$ cat src/link_pkg.sv
// ####################
// sizes for the scaled-down 4x4 playfield build
// changing the tile count moves the lane slice width
// PKT_BITS must stay a multiple of LANES
// ####################

package link_pkg;

	// tile kinds, one nibble each on the wire
	typedef enum logic [3:0] {
		TILE_EMPTY   = 4'd0,
		TILE_I       = 4'd1,
		TILE_O       = 4'd2,
		TILE_T       = 4'd3,
		TILE_S       = 4'd4,
		TILE_Z       = 4'd5,
		TILE_J       = 4'd6,
		TILE_L       = 4'd7,
		TILE_GARBAGE = 4'd8
	} tile_t;

	localparam int TILE_BITS = 4;

	// playfield and queue dimensions
	localparam int PF_ROWS = 4;
	localparam int PF_COLS = 4;
	localparam int QUEUE_LEN = 3;

	// garbage line count
	localparam int GBG_BITS = 4;

	// seq bit is sent four times for robustness
	localparam int SEQ_COPIES = 4;

	// everything below the sequence field
	localparam int PAYLOAD_BITS = GBG_BITS + TILE_BITS + QUEUE_LEN * TILE_BITS
		+ PF_ROWS * PF_COLS * TILE_BITS;

	localparam int PKT_BITS = SEQ_COPIES + PAYLOAD_BITS;

	// data lanes and per-lane slice
	localparam int LANES = 4;
	localparam int LANE_BITS = PKT_BITS / LANES;

	// handshake word: type bit, seq, type bit, inverted seq
	localparam int HND_BITS = 4;

	// ack wait before a resend, counted in clk cycles
	localparam int TIMEOUT_BITS = 8;
	localparam logic [TIMEOUT_BITS-1:0] TIMEOUT_CYCLES = 8'd40;

	// data lane control
	typedef enum logic [1:0] {
		DS_IDLE,
		DS_START,
		DS_SENDING,
		DS_WAIT_ACK
	} data_state_t;

	// handshake lane control
	typedef enum logic [1:0] {
		HS_IDLE,
		HS_START,
		HS_SENDING
	} hnd_state_t;

endpackage
$ cat src/link_sender.sv
// ####################
// raw bits on every lane, no line coding
// all lanes run on clk and start on the same cycle
// lane 0 carries the top slice of the packet
// ####################
`timescale 1ns/1ps

module link_sender (
	input  logic                          clk,
	input  logic                          rst_l,
	input  logic                          game_active,
	input  logic                          update_data,
	input  logic [link_pkg::GBG_BITS-1:0] garbage,
	input  link_pkg::tile_t               hold,
	input  link_pkg::tile_t               piece_queue [link_pkg::QUEUE_LEN],
	input  link_pkg::tile_t               playfield [link_pkg::PF_ROWS][link_pkg::PF_COLS],
	input  logic                          send_ready_ack,
	input  logic                          send_game_lost,
	input  logic                          ack_received,
	input  logic                          ack_seq,
	output logic                          serial_out_h,
	output logic                          serial_out_0,
	output logic                          serial_out_1,
	output logic                          serial_out_2,
	output logic                          serial_out_3,
	output logic                          send_done,
	output logic                          send_done_h,
	output logic                          sender_seq
);
	import link_pkg::*;

	logic [PKT_BITS-1:0] data_packet;
	logic [HND_BITS-1:0] hnd_packet;
	logic data_ready;
	logic hnd_ready;
	logic hold_pkt;
	logic send_start;
	logic send_start_h;
	logic [LANES-1:0] lane_done;
	logic [LANES-1:0] lane_serial;

	frame_builder u_builder (
		.clk           (clk),
		.rst_l         (rst_l),
		.update_data   (update_data),
		.hold_pkt      (hold_pkt),
		.garbage       (garbage),
		.hold          (hold),
		.piece_queue   (piece_queue),
		.playfield     (playfield),
		.send_ready_ack(send_ready_ack),
		.send_game_lost(send_game_lost),
		.ack_seq       (ack_seq),
		.ack_received  (ack_received),
		.data_packet   (data_packet),
		.data_ready    (data_ready),
		.hnd_packet    (hnd_packet),
		.hnd_ready     (hnd_ready),
		.sender_seq    (sender_seq)
	);

	data_send_fsm u_data_fsm (
		.clk         (clk),
		.rst_l       (rst_l),
		.game_active (game_active),
		.data_ready  (data_ready),
		.ack_received(ack_received),
		.lanes_done  (send_done),
		.send_start  (send_start),
		.hold_pkt    (hold_pkt)
	);

	hnd_send_fsm u_hnd_fsm (
		.clk         (clk),
		.rst_l       (rst_l),
		.game_active (game_active),
		.hnd_ready   (hnd_ready),
		.lane_done   (send_done_h),
		.send_start_h(send_start_h)
	);

	// each data lane re-latches the frozen packet on every start
	for (genvar i = 0; i < LANES; i++) begin : g_lane
		lane_shifter #(.FRAME_BITS(LANE_BITS)) u_lane (
			.clk       (clk),
			.rst_l     (rst_l),
			.start     (send_start),
			.data_in   (data_packet[PKT_BITS-1-i*LANE_BITS -: LANE_BITS]),
			.done      (lane_done[i]),
			.serial_out(lane_serial[i])
		);
	end

	lane_shifter #(.FRAME_BITS(HND_BITS)) u_lane_h (
		.clk       (clk),
		.rst_l     (rst_l),
		.start     (send_start_h),
		.data_in   (hnd_packet),
		.done      (send_done_h),
		.serial_out(serial_out_h)
	);

	assign send_done = &lane_done;

	assign serial_out_0 = lane_serial[0];
	assign serial_out_1 = lane_serial[1];
	assign serial_out_2 = lane_serial[2];
	assign serial_out_3 = lane_serial[3];

endmodule

$ cat src/hnd_send_fsm.sv
// ####################
// one request is kept pending while the lane is busy
// the builder keeps the newest handshake word
// ####################
`timescale 1ns/1ps

module hnd_send_fsm (
	input  logic clk,
	input  logic rst_l,
	input  logic game_active,
	input  logic hnd_ready,
	input  logic lane_done,
	output logic send_start_h
);
	import link_pkg::*;

	hnd_state_t state, state_next;
	logic pending;
	logic can_start;

	assign can_start = game_active && lane_done && (hnd_ready || pending);
	assign send_start_h = (state == HS_START);

	always_comb begin
		state_next = state;
		case (state)
			HS_IDLE: begin
				if (can_start)
					state_next = HS_START;
			end
			HS_START: state_next = HS_SENDING;
			HS_SENDING: begin
				if (lane_done)
					state_next = HS_IDLE;
			end
			default: state_next = HS_IDLE;
		endcase
		if (!game_active)
			state_next = HS_IDLE;
	end

	always_ff @(posedge clk, negedge rst_l) begin
		if (!rst_l) begin
			state   <= HS_IDLE;
			pending <= 1'b0;
		end else begin
			state <= state_next;
			if (!game_active)
				pending <= 1'b0;
			else if (state == HS_IDLE && can_start)
				pending <= 1'b0;
			// word loaded during START is latched by the lane anyway
			else if (hnd_ready && state != HS_START)
				pending <= 1'b1;
		end
	end

endmodule

$ cat src/data_send_fsm.sv
// ####################
// resends after TIMEOUT_CYCLES in WAIT_ACK
// an ack during a frame is kept until the frame ends
// hold_pkt freezes the builder while a packet is outstanding
// ####################
`timescale 1ns/1ps

module data_send_fsm (
	input  logic clk,
	input  logic rst_l,
	input  logic game_active,
	input  logic data_ready,
	input  logic ack_received,
	input  logic lanes_done,
	output logic send_start,
	output logic hold_pkt
);
	import link_pkg::*;

	data_state_t state, state_next;
	logic [TIMEOUT_BITS-1:0] timeout_cnt;
	logic timeout;
	logic pending;
	logic ack_early;
	logic can_start;

	assign timeout = (timeout_cnt == TIMEOUT_CYCLES - 1'b1);
	// lanes must be free, a frame may still finish after a game stop
	assign can_start = game_active && lanes_done && (data_ready || pending);

	assign send_start = (state == DS_START);
	// fresh packet or one in flight keeps the register frozen
	assign hold_pkt = (state != DS_IDLE) || data_ready || pending;

	always_comb begin
		state_next = state;
		case (state)
			DS_IDLE: begin
				if (can_start)
					state_next = DS_START;
			end
			DS_START: state_next = DS_SENDING;
			DS_SENDING: begin
				if (lanes_done)
					state_next = (ack_early || ack_received) ? DS_IDLE : DS_WAIT_ACK;
			end
			DS_WAIT_ACK: begin
				if (ack_received)
					state_next = DS_IDLE;
				else if (timeout)
					state_next = DS_START;
			end
			default: state_next = DS_IDLE;
		endcase
		// inactive game parks the FSM
		if (!game_active)
			state_next = DS_IDLE;
	end

	always_ff @(posedge clk, negedge rst_l) begin
		if (!rst_l) begin
			state       <= DS_IDLE;
			timeout_cnt <= '0;
			pending     <= 1'b0;
			ack_early   <= 1'b0;
		end else begin
			state <= state_next;

			// counts only while staying in WAIT_ACK
			if (state == DS_WAIT_ACK && state_next == DS_WAIT_ACK)
				timeout_cnt <= timeout_cnt + 1'b1;
			else
				timeout_cnt <= '0;

			// packet that could not start right away
			if (!game_active)
				pending <= 1'b0;
			else if (state == DS_IDLE && can_start)
				pending <= 1'b0;
			else if (data_ready)
				pending <= 1'b1;

			// ack seen while the frame is still on the wire
			if (!game_active || (state_next != DS_START && state_next != DS_SENDING))
				ack_early <= 1'b0;
			else if (ack_received && (state == DS_START || state == DS_SENDING))
				ack_early <= 1'b1;
		end
	end

	// lanes must go busy right after they are started
	a_lanes_take_start: assert property (
		@(posedge clk) disable iff (!rst_l)
		send_start |=> !lanes_done
	) else $error("data_send_fsm: lanes did not start after send_start");

	a_start_lanes_free: assert property (
		@(posedge clk) disable iff (!rst_l)
		send_start |-> lanes_done
	) else $error("data_send_fsm: send_start with lanes busy");

endmodule

$ cat src/frame_builder.sv
// ####################
// packet register is frozen while hold_pkt is high
// one snapshot is parked in a shadow, newest wins
// seq field is rebuilt whenever the register loads
// ####################
`timescale 1ns/1ps

module frame_builder (
	input  logic                          clk,
	input  logic                          rst_l,
	input  logic                          update_data,
	input  logic                          hold_pkt,
	input  logic [link_pkg::GBG_BITS-1:0] garbage,
	input  link_pkg::tile_t               hold,
	input  link_pkg::tile_t               piece_queue [link_pkg::QUEUE_LEN],
	input  link_pkg::tile_t               playfield [link_pkg::PF_ROWS][link_pkg::PF_COLS],
	input  logic                          send_ready_ack,
	input  logic                          send_game_lost,
	input  logic                          ack_seq,
	input  logic                          ack_received,
	output logic [link_pkg::PKT_BITS-1:0] data_packet,
	output logic                          data_ready,
	output logic [link_pkg::HND_BITS-1:0] hnd_packet,
	output logic                          hnd_ready,
	output logic                          sender_seq
);
	import link_pkg::*;

	logic [QUEUE_LEN*TILE_BITS-1:0] queue_flat;
	logic [PF_ROWS*PF_COLS*TILE_BITS-1:0] field_flat;
	logic [PAYLOAD_BITS-1:0] payload;
	logic [PAYLOAD_BITS-1:0] shadow;
	logic shadow_valid;
	logic seq_next;
	logic load_now;
	logic copy_now;

	// queue entry 0 lands in the low nibble
	// playfield row-major, r0 c0 lowest
	always_comb begin
		for (int q = 0; q < QUEUE_LEN; q++) begin
			queue_flat[q*TILE_BITS +: TILE_BITS] = piece_queue[q];
		end
		for (int r = 0; r < PF_ROWS; r++) begin
			for (int c = 0; c < PF_COLS; c++) begin
				field_flat[(r*PF_COLS + c)*TILE_BITS +: TILE_BITS] = playfield[r][c];
			end
		end
	end

	assign payload = {garbage, hold, queue_flat, field_flat};

	// value seq takes after this edge
	assign seq_next = sender_seq ^ ack_received;

	// direct load when the sender is free
	assign load_now = update_data && !hold_pkt;
	// parked snapshot moves in once the hold drops
	assign copy_now = shadow_valid && !hold_pkt && !update_data;

	always_ff @(posedge clk, negedge rst_l) begin
		if (!rst_l) begin
			sender_seq   <= 1'b0;
			shadow_valid <= 1'b0;
			data_ready   <= 1'b0;
		end else begin
			sender_seq <= seq_next;
			data_ready <= load_now || copy_now;
			if (load_now || copy_now)
				shadow_valid <= 1'b0;
			else if (update_data)
				shadow_valid <= 1'b1;
		end
	end

	always_ff @(posedge clk) begin
		if (load_now)
			data_packet <= {{SEQ_COPIES{seq_next}}, payload};
		else if (copy_now)
			data_packet <= {{SEQ_COPIES{seq_next}}, shadow};
		// shadow only written while frozen
		if (update_data && hold_pkt)
			shadow <= payload;
	end

	// handshake word, ack beats game lost
	always_ff @(posedge clk) begin
		if (send_ready_ack)
			hnd_packet <= {1'b1, ack_seq, 1'b0, ~ack_seq};
		else if (send_game_lost)
			hnd_packet <= {1'b0, ack_seq, 1'b1, ~ack_seq};
	end

	always_ff @(posedge clk, negedge rst_l) begin
		if (!rst_l)
			hnd_ready <= 1'b0;
		else
			hnd_ready <= send_ready_ack || send_game_lost;
	end

endmodule

$ cat src/lane_shifter.sv
// ####################
// lane idles low, sends a 1 start bit then data MSB first
// data is latched on start so later input changes are safe
// start must only come while done is high
// ####################
`timescale 1ns/1ps

module lane_shifter #(
	parameter int FRAME_BITS = link_pkg::LANE_BITS
) (
	input  logic                  clk,
	input  logic                  rst_l,
	input  logic                  start,
	input  logic [FRAME_BITS-1:0] data_in,
	output logic                  done,
	output logic                  serial_out
);
	localparam int CNT_BITS = $clog2(FRAME_BITS + 1);

	logic [FRAME_BITS-1:0] shift_reg;
	// data bits still to go out
	logic [CNT_BITS-1:0] bit_cnt;

	always_ff @(posedge clk, negedge rst_l) begin
		if (!rst_l) begin
			done       <= 1'b1;
			serial_out <= 1'b0;
			bit_cnt    <= '0;
		end else if (start) begin
			// start bit goes out next cycle
			serial_out <= 1'b1;
			bit_cnt    <= CNT_BITS'(FRAME_BITS);
			done       <= 1'b0;
		end else if (!done) begin
			if (bit_cnt != '0) begin
				serial_out <= shift_reg[FRAME_BITS-1];
				bit_cnt    <= bit_cnt - 1'b1;
			end else begin
				// last bit was on the wire this cycle
				serial_out <= 1'b0;
				done       <= 1'b1;
			end
		end
	end

	always_ff @(posedge clk) begin
		if (start)
			shift_reg <= data_in;
		else if (!done && bit_cnt != '0)
			shift_reg <= {shift_reg[FRAME_BITS-2:0], 1'b0};
	end

	// control must never restart a frame mid-flight
	a_start_when_done: assert property (
		@(posedge clk) disable iff (!rst_l)
		start |-> done
	) else $error("lane_shifter: start while frame in flight");

endmodule

$ cat config.mk
export PLATFORM = sky130hd
export DESIGN_NAME = link_sender
export DESIGN_NICKNAME = d
export VERILOG_FILES = /design/src/link_pkg.sv /design/src/link_sender.sv /design/src/hnd_send_fsm.sv /design/src/data_send_fsm.sv /design/src/frame_builder.sv /design/src/lane_shifter.sv
export SDC_FILE = /design/constraint.sdc
export NUM_CORES = 1
export LEC_CHECK = 0
export BUFFER_PORTS_ARGS = -buffer_cell sky130_fd_sc_hd__buf_2
export CAP_MARGIN = 5
export CORE_MARGIN = 2
export CORE_UTILIZATION = 46
export DETAILED_ROUTE_END_ITERATION = 8
export PLACE_DENSITY = 0.64
export SLEW_MARGIN = 5
export SYNTH_ARGS = -nofsm -noshare
export SYNTH_HDL_FRONTEND = slang
export SYNTH_SLANG_ARGS = --single-unit
$ cat constraint.sdc
create_clock -name clk -period 11 [get_ports clk]
set_input_delay 2.2 -clock clk [delete_from_list [all_inputs] [get_ports clk]]
set_output_delay 2.2 -clock clk [all_outputs]
set_load 0.005 [all_outputs]
==> run metrics <==
status completed; total number of vias 6320; cts hold-fix bufs 0; Peak Freq 261 MHz; DRT Wirelength 21.5 mm; Final Critical Period 3830 ps; DR pass1 iterations 6; Worst R2R End u_builder.data_packet[0]; Setup TNS 0 ps; hold depth 1; Setup crit end kind output pin; Worst Path Arrival 1630 ps; hold crit path type reg2reg; Leak Pwr 5.49 nW; actual slew at the worst max-slew pin 1200 ps; Clk network pwr share 27.2%; count of pins over their slew limit 0; Reg clk slew, reported paths 60 ps; Routed WL per cell 17.9 um; global route overflow 0; die width 170 um; TritonCTS clock tree built; core area 27000 um2; Ys Warns 0; Pwr per Cell Area 289 nW/um2; Longest Clk Path Bufs 3; met2 GRT Util 25.7%; Worst Hold Path EP u_data_fsm.timeout_cnt[0]; data required time of the critical path 8800 ps; VDD IR max 0.130 mV; critical path launch point g_lane[2].u_lane.done; dpl hpwl 12.7 mm; post-cts sizing count 0; layout cell share with drive strength beyond 1 33.6%; slew margin rel. 19.8%; max FFs per register 88; Seq/Total Area, Yosys 72.9%; Comb power frac 22.7%; RSZ-0062 raised after global routing no; # DRC 0; Syn Nets 829; hold_sp u_data_fsm.timeout_cnt[0]; Seq cells post-synth 317; Row Count 60; dpl ws 6870 ps; Die Ht 170 um; crit start category flip-flop; Synth top cells by count 263 x edfxtp_1, 107 x mux2_2, 60 x mux2_1; met1 Use GR 19.7%; met3 GRT Util 3.21%; final-report hold violation count 0; Switching Share 27.0%; crit path kind reg2out; Unique masters post-synth 43; ant diodes 0; cell count after synthesis 720; Reg2Reg Setup Slack 8340 ps; ys async rst share 16.4%; H-tree Lvls 2; global-route wire length before repair 34.9 mm; largest net degree at the start of global routing 87; max-cap violation count 0; Crit Reg-Reg Startpoint u_data_fsm.state[0]; Cell Area, Placed 13500 um2; top-count cell post-synth edfxtp_1; grt peak-use layer met2; Post CTS Setup Buffer Count 0; Max Fanout on Critical Path 9; total global-route track usage 15.2%; Top FF cell, synth edfxtp_1; IO Pins 100; fin area 14700 um2; Final nets 943; area leader, netlist edfxtp_1; Area Growth Syn to Fin 15.6%; clock insertion delay at the later pin of the skew report 500 ps; Port Buffers 99; Post-synth EDFFs 263; Vias per Instance 5.27; sequential share of power 50.1%; mapped cell area 12700 um2; Placer Congestion 0.713; post-synth top area share 62.3%; reg2reg path depth 5; Root Buffer clkbuf_16; Sink Count 317; top cells by area, synth edfxtp_1 62%, mux2_2 9.5%, dfrtp_1 9.3%; vias in the first global route 6817; period utilisation layout 34.8%; Initial Util 46.9%; drt initial violations 362; TritonCTS Buffers 35; Power Internal 3.10 mW; final setup margin 7170 ps; Antenna Nets Post-Route 0; die area 28900 um2; skew final 17.6 ps; syn_area_per_cell 17.6 um2; initial antenna violation count 0; Psw 1.15 mW; setup violators final 0
layer usage:
layer	wire, um	part of all wire (%)	vias to the layer above
met3	833	3.9	36
met1	9580	45	3197
met2	10600	49	121
met4	486	2.3	0
li1	-	-	2966
met5	0	0	-
cells by family after synthesis:
kind of cell               Yosys count  synth area share, %
xor gates and xnor gates            15                 1.04
DFF                                317                 72.9
muxes                              167                 14.8
buffers and inverters               55                 2.15
AOI/OAI and AO/OA                   60                 3.03
adders and majority gates           17                 1.68
and+or+nand+nor                     89                 4.39
layout make-up:
type                    count  area (um2)
fillers                  2137       12400
flip-flops and latches    317        9250
multi-input cells         348        3210
clock buffers              45         943
repair buffers            104         543
well taps                 341         427
clock inverters            17         194
inverters                  28         105
power by group through the flow:
stage / Sequential [mW] / Combinational [mW] / Clock, mW
2_1_floorplan: 2.11 / 0.749 / 0
3_3_place_gp: 2.13 / 0.913 / 0
3_5_place_dp: 2.15 / 0.978 / 0
4_1_cts: 2.13 / 0.987 / 1.19
5_1_grt: 2.18 / 1.08 / 1.24
6_report: 2.13 / 0.963 / 1.16
layout by cell type, fill, tap and decap left out, types with 8 or more instances in the layout:
cell type,instances
a21oi_1,13
buf_2,98
clkbuf_16,35
clkinv_2,8
dfrtp_1,47
edfxtp_1,263
ha_1,16
inv_1,28
mux2_1,60
mux2_2,107
nand2_1,12
nor2_1,29
o21ai_0,17
xnor2_1,11
worst max-delay path, cell delays in order, from the launching register on:
cell,delay [ps]
dfstp_2,630
nand4_2,220
inv_1,150
buf_2,130
worst max-delay path by stage:
stage                                to  slack [ps]  depth (start not counted)
2_1_floorplan  u_builder.data_packet[0]        4620                          2
6_report                      send_done        7170                          3
3_3_place_gp   u_builder.data_packet[0]        6920                          4
5_1_grt                       send_done        7070                          3
3_5_place_dp   u_builder.data_packet[1]        6870                          4
4_1_cts                       send_done        7130                          3
through the flow:
| stage | util (%) | power [mW] | hold WS [ps] | std cells |
|---|---|---|---|---|
| 2_1_floorplan | - | 2.86 | 424 | 720 |
| 3_3_place_gp | 50.0 | 3.04 | 435 | 1137 |
| 3_5_place_dp | 50.0 | 3.13 | 468 | 1137 |
| 4_1_cts | 54.2 | 4.31 | 476 | 1199 |
| 5_1_grt | 54.3 | 4.49 | 501 | 1200 |
| 6_report | 54.3 | 4.25 | 472 | 1200 |
Power figures use the tool's default switching activity.
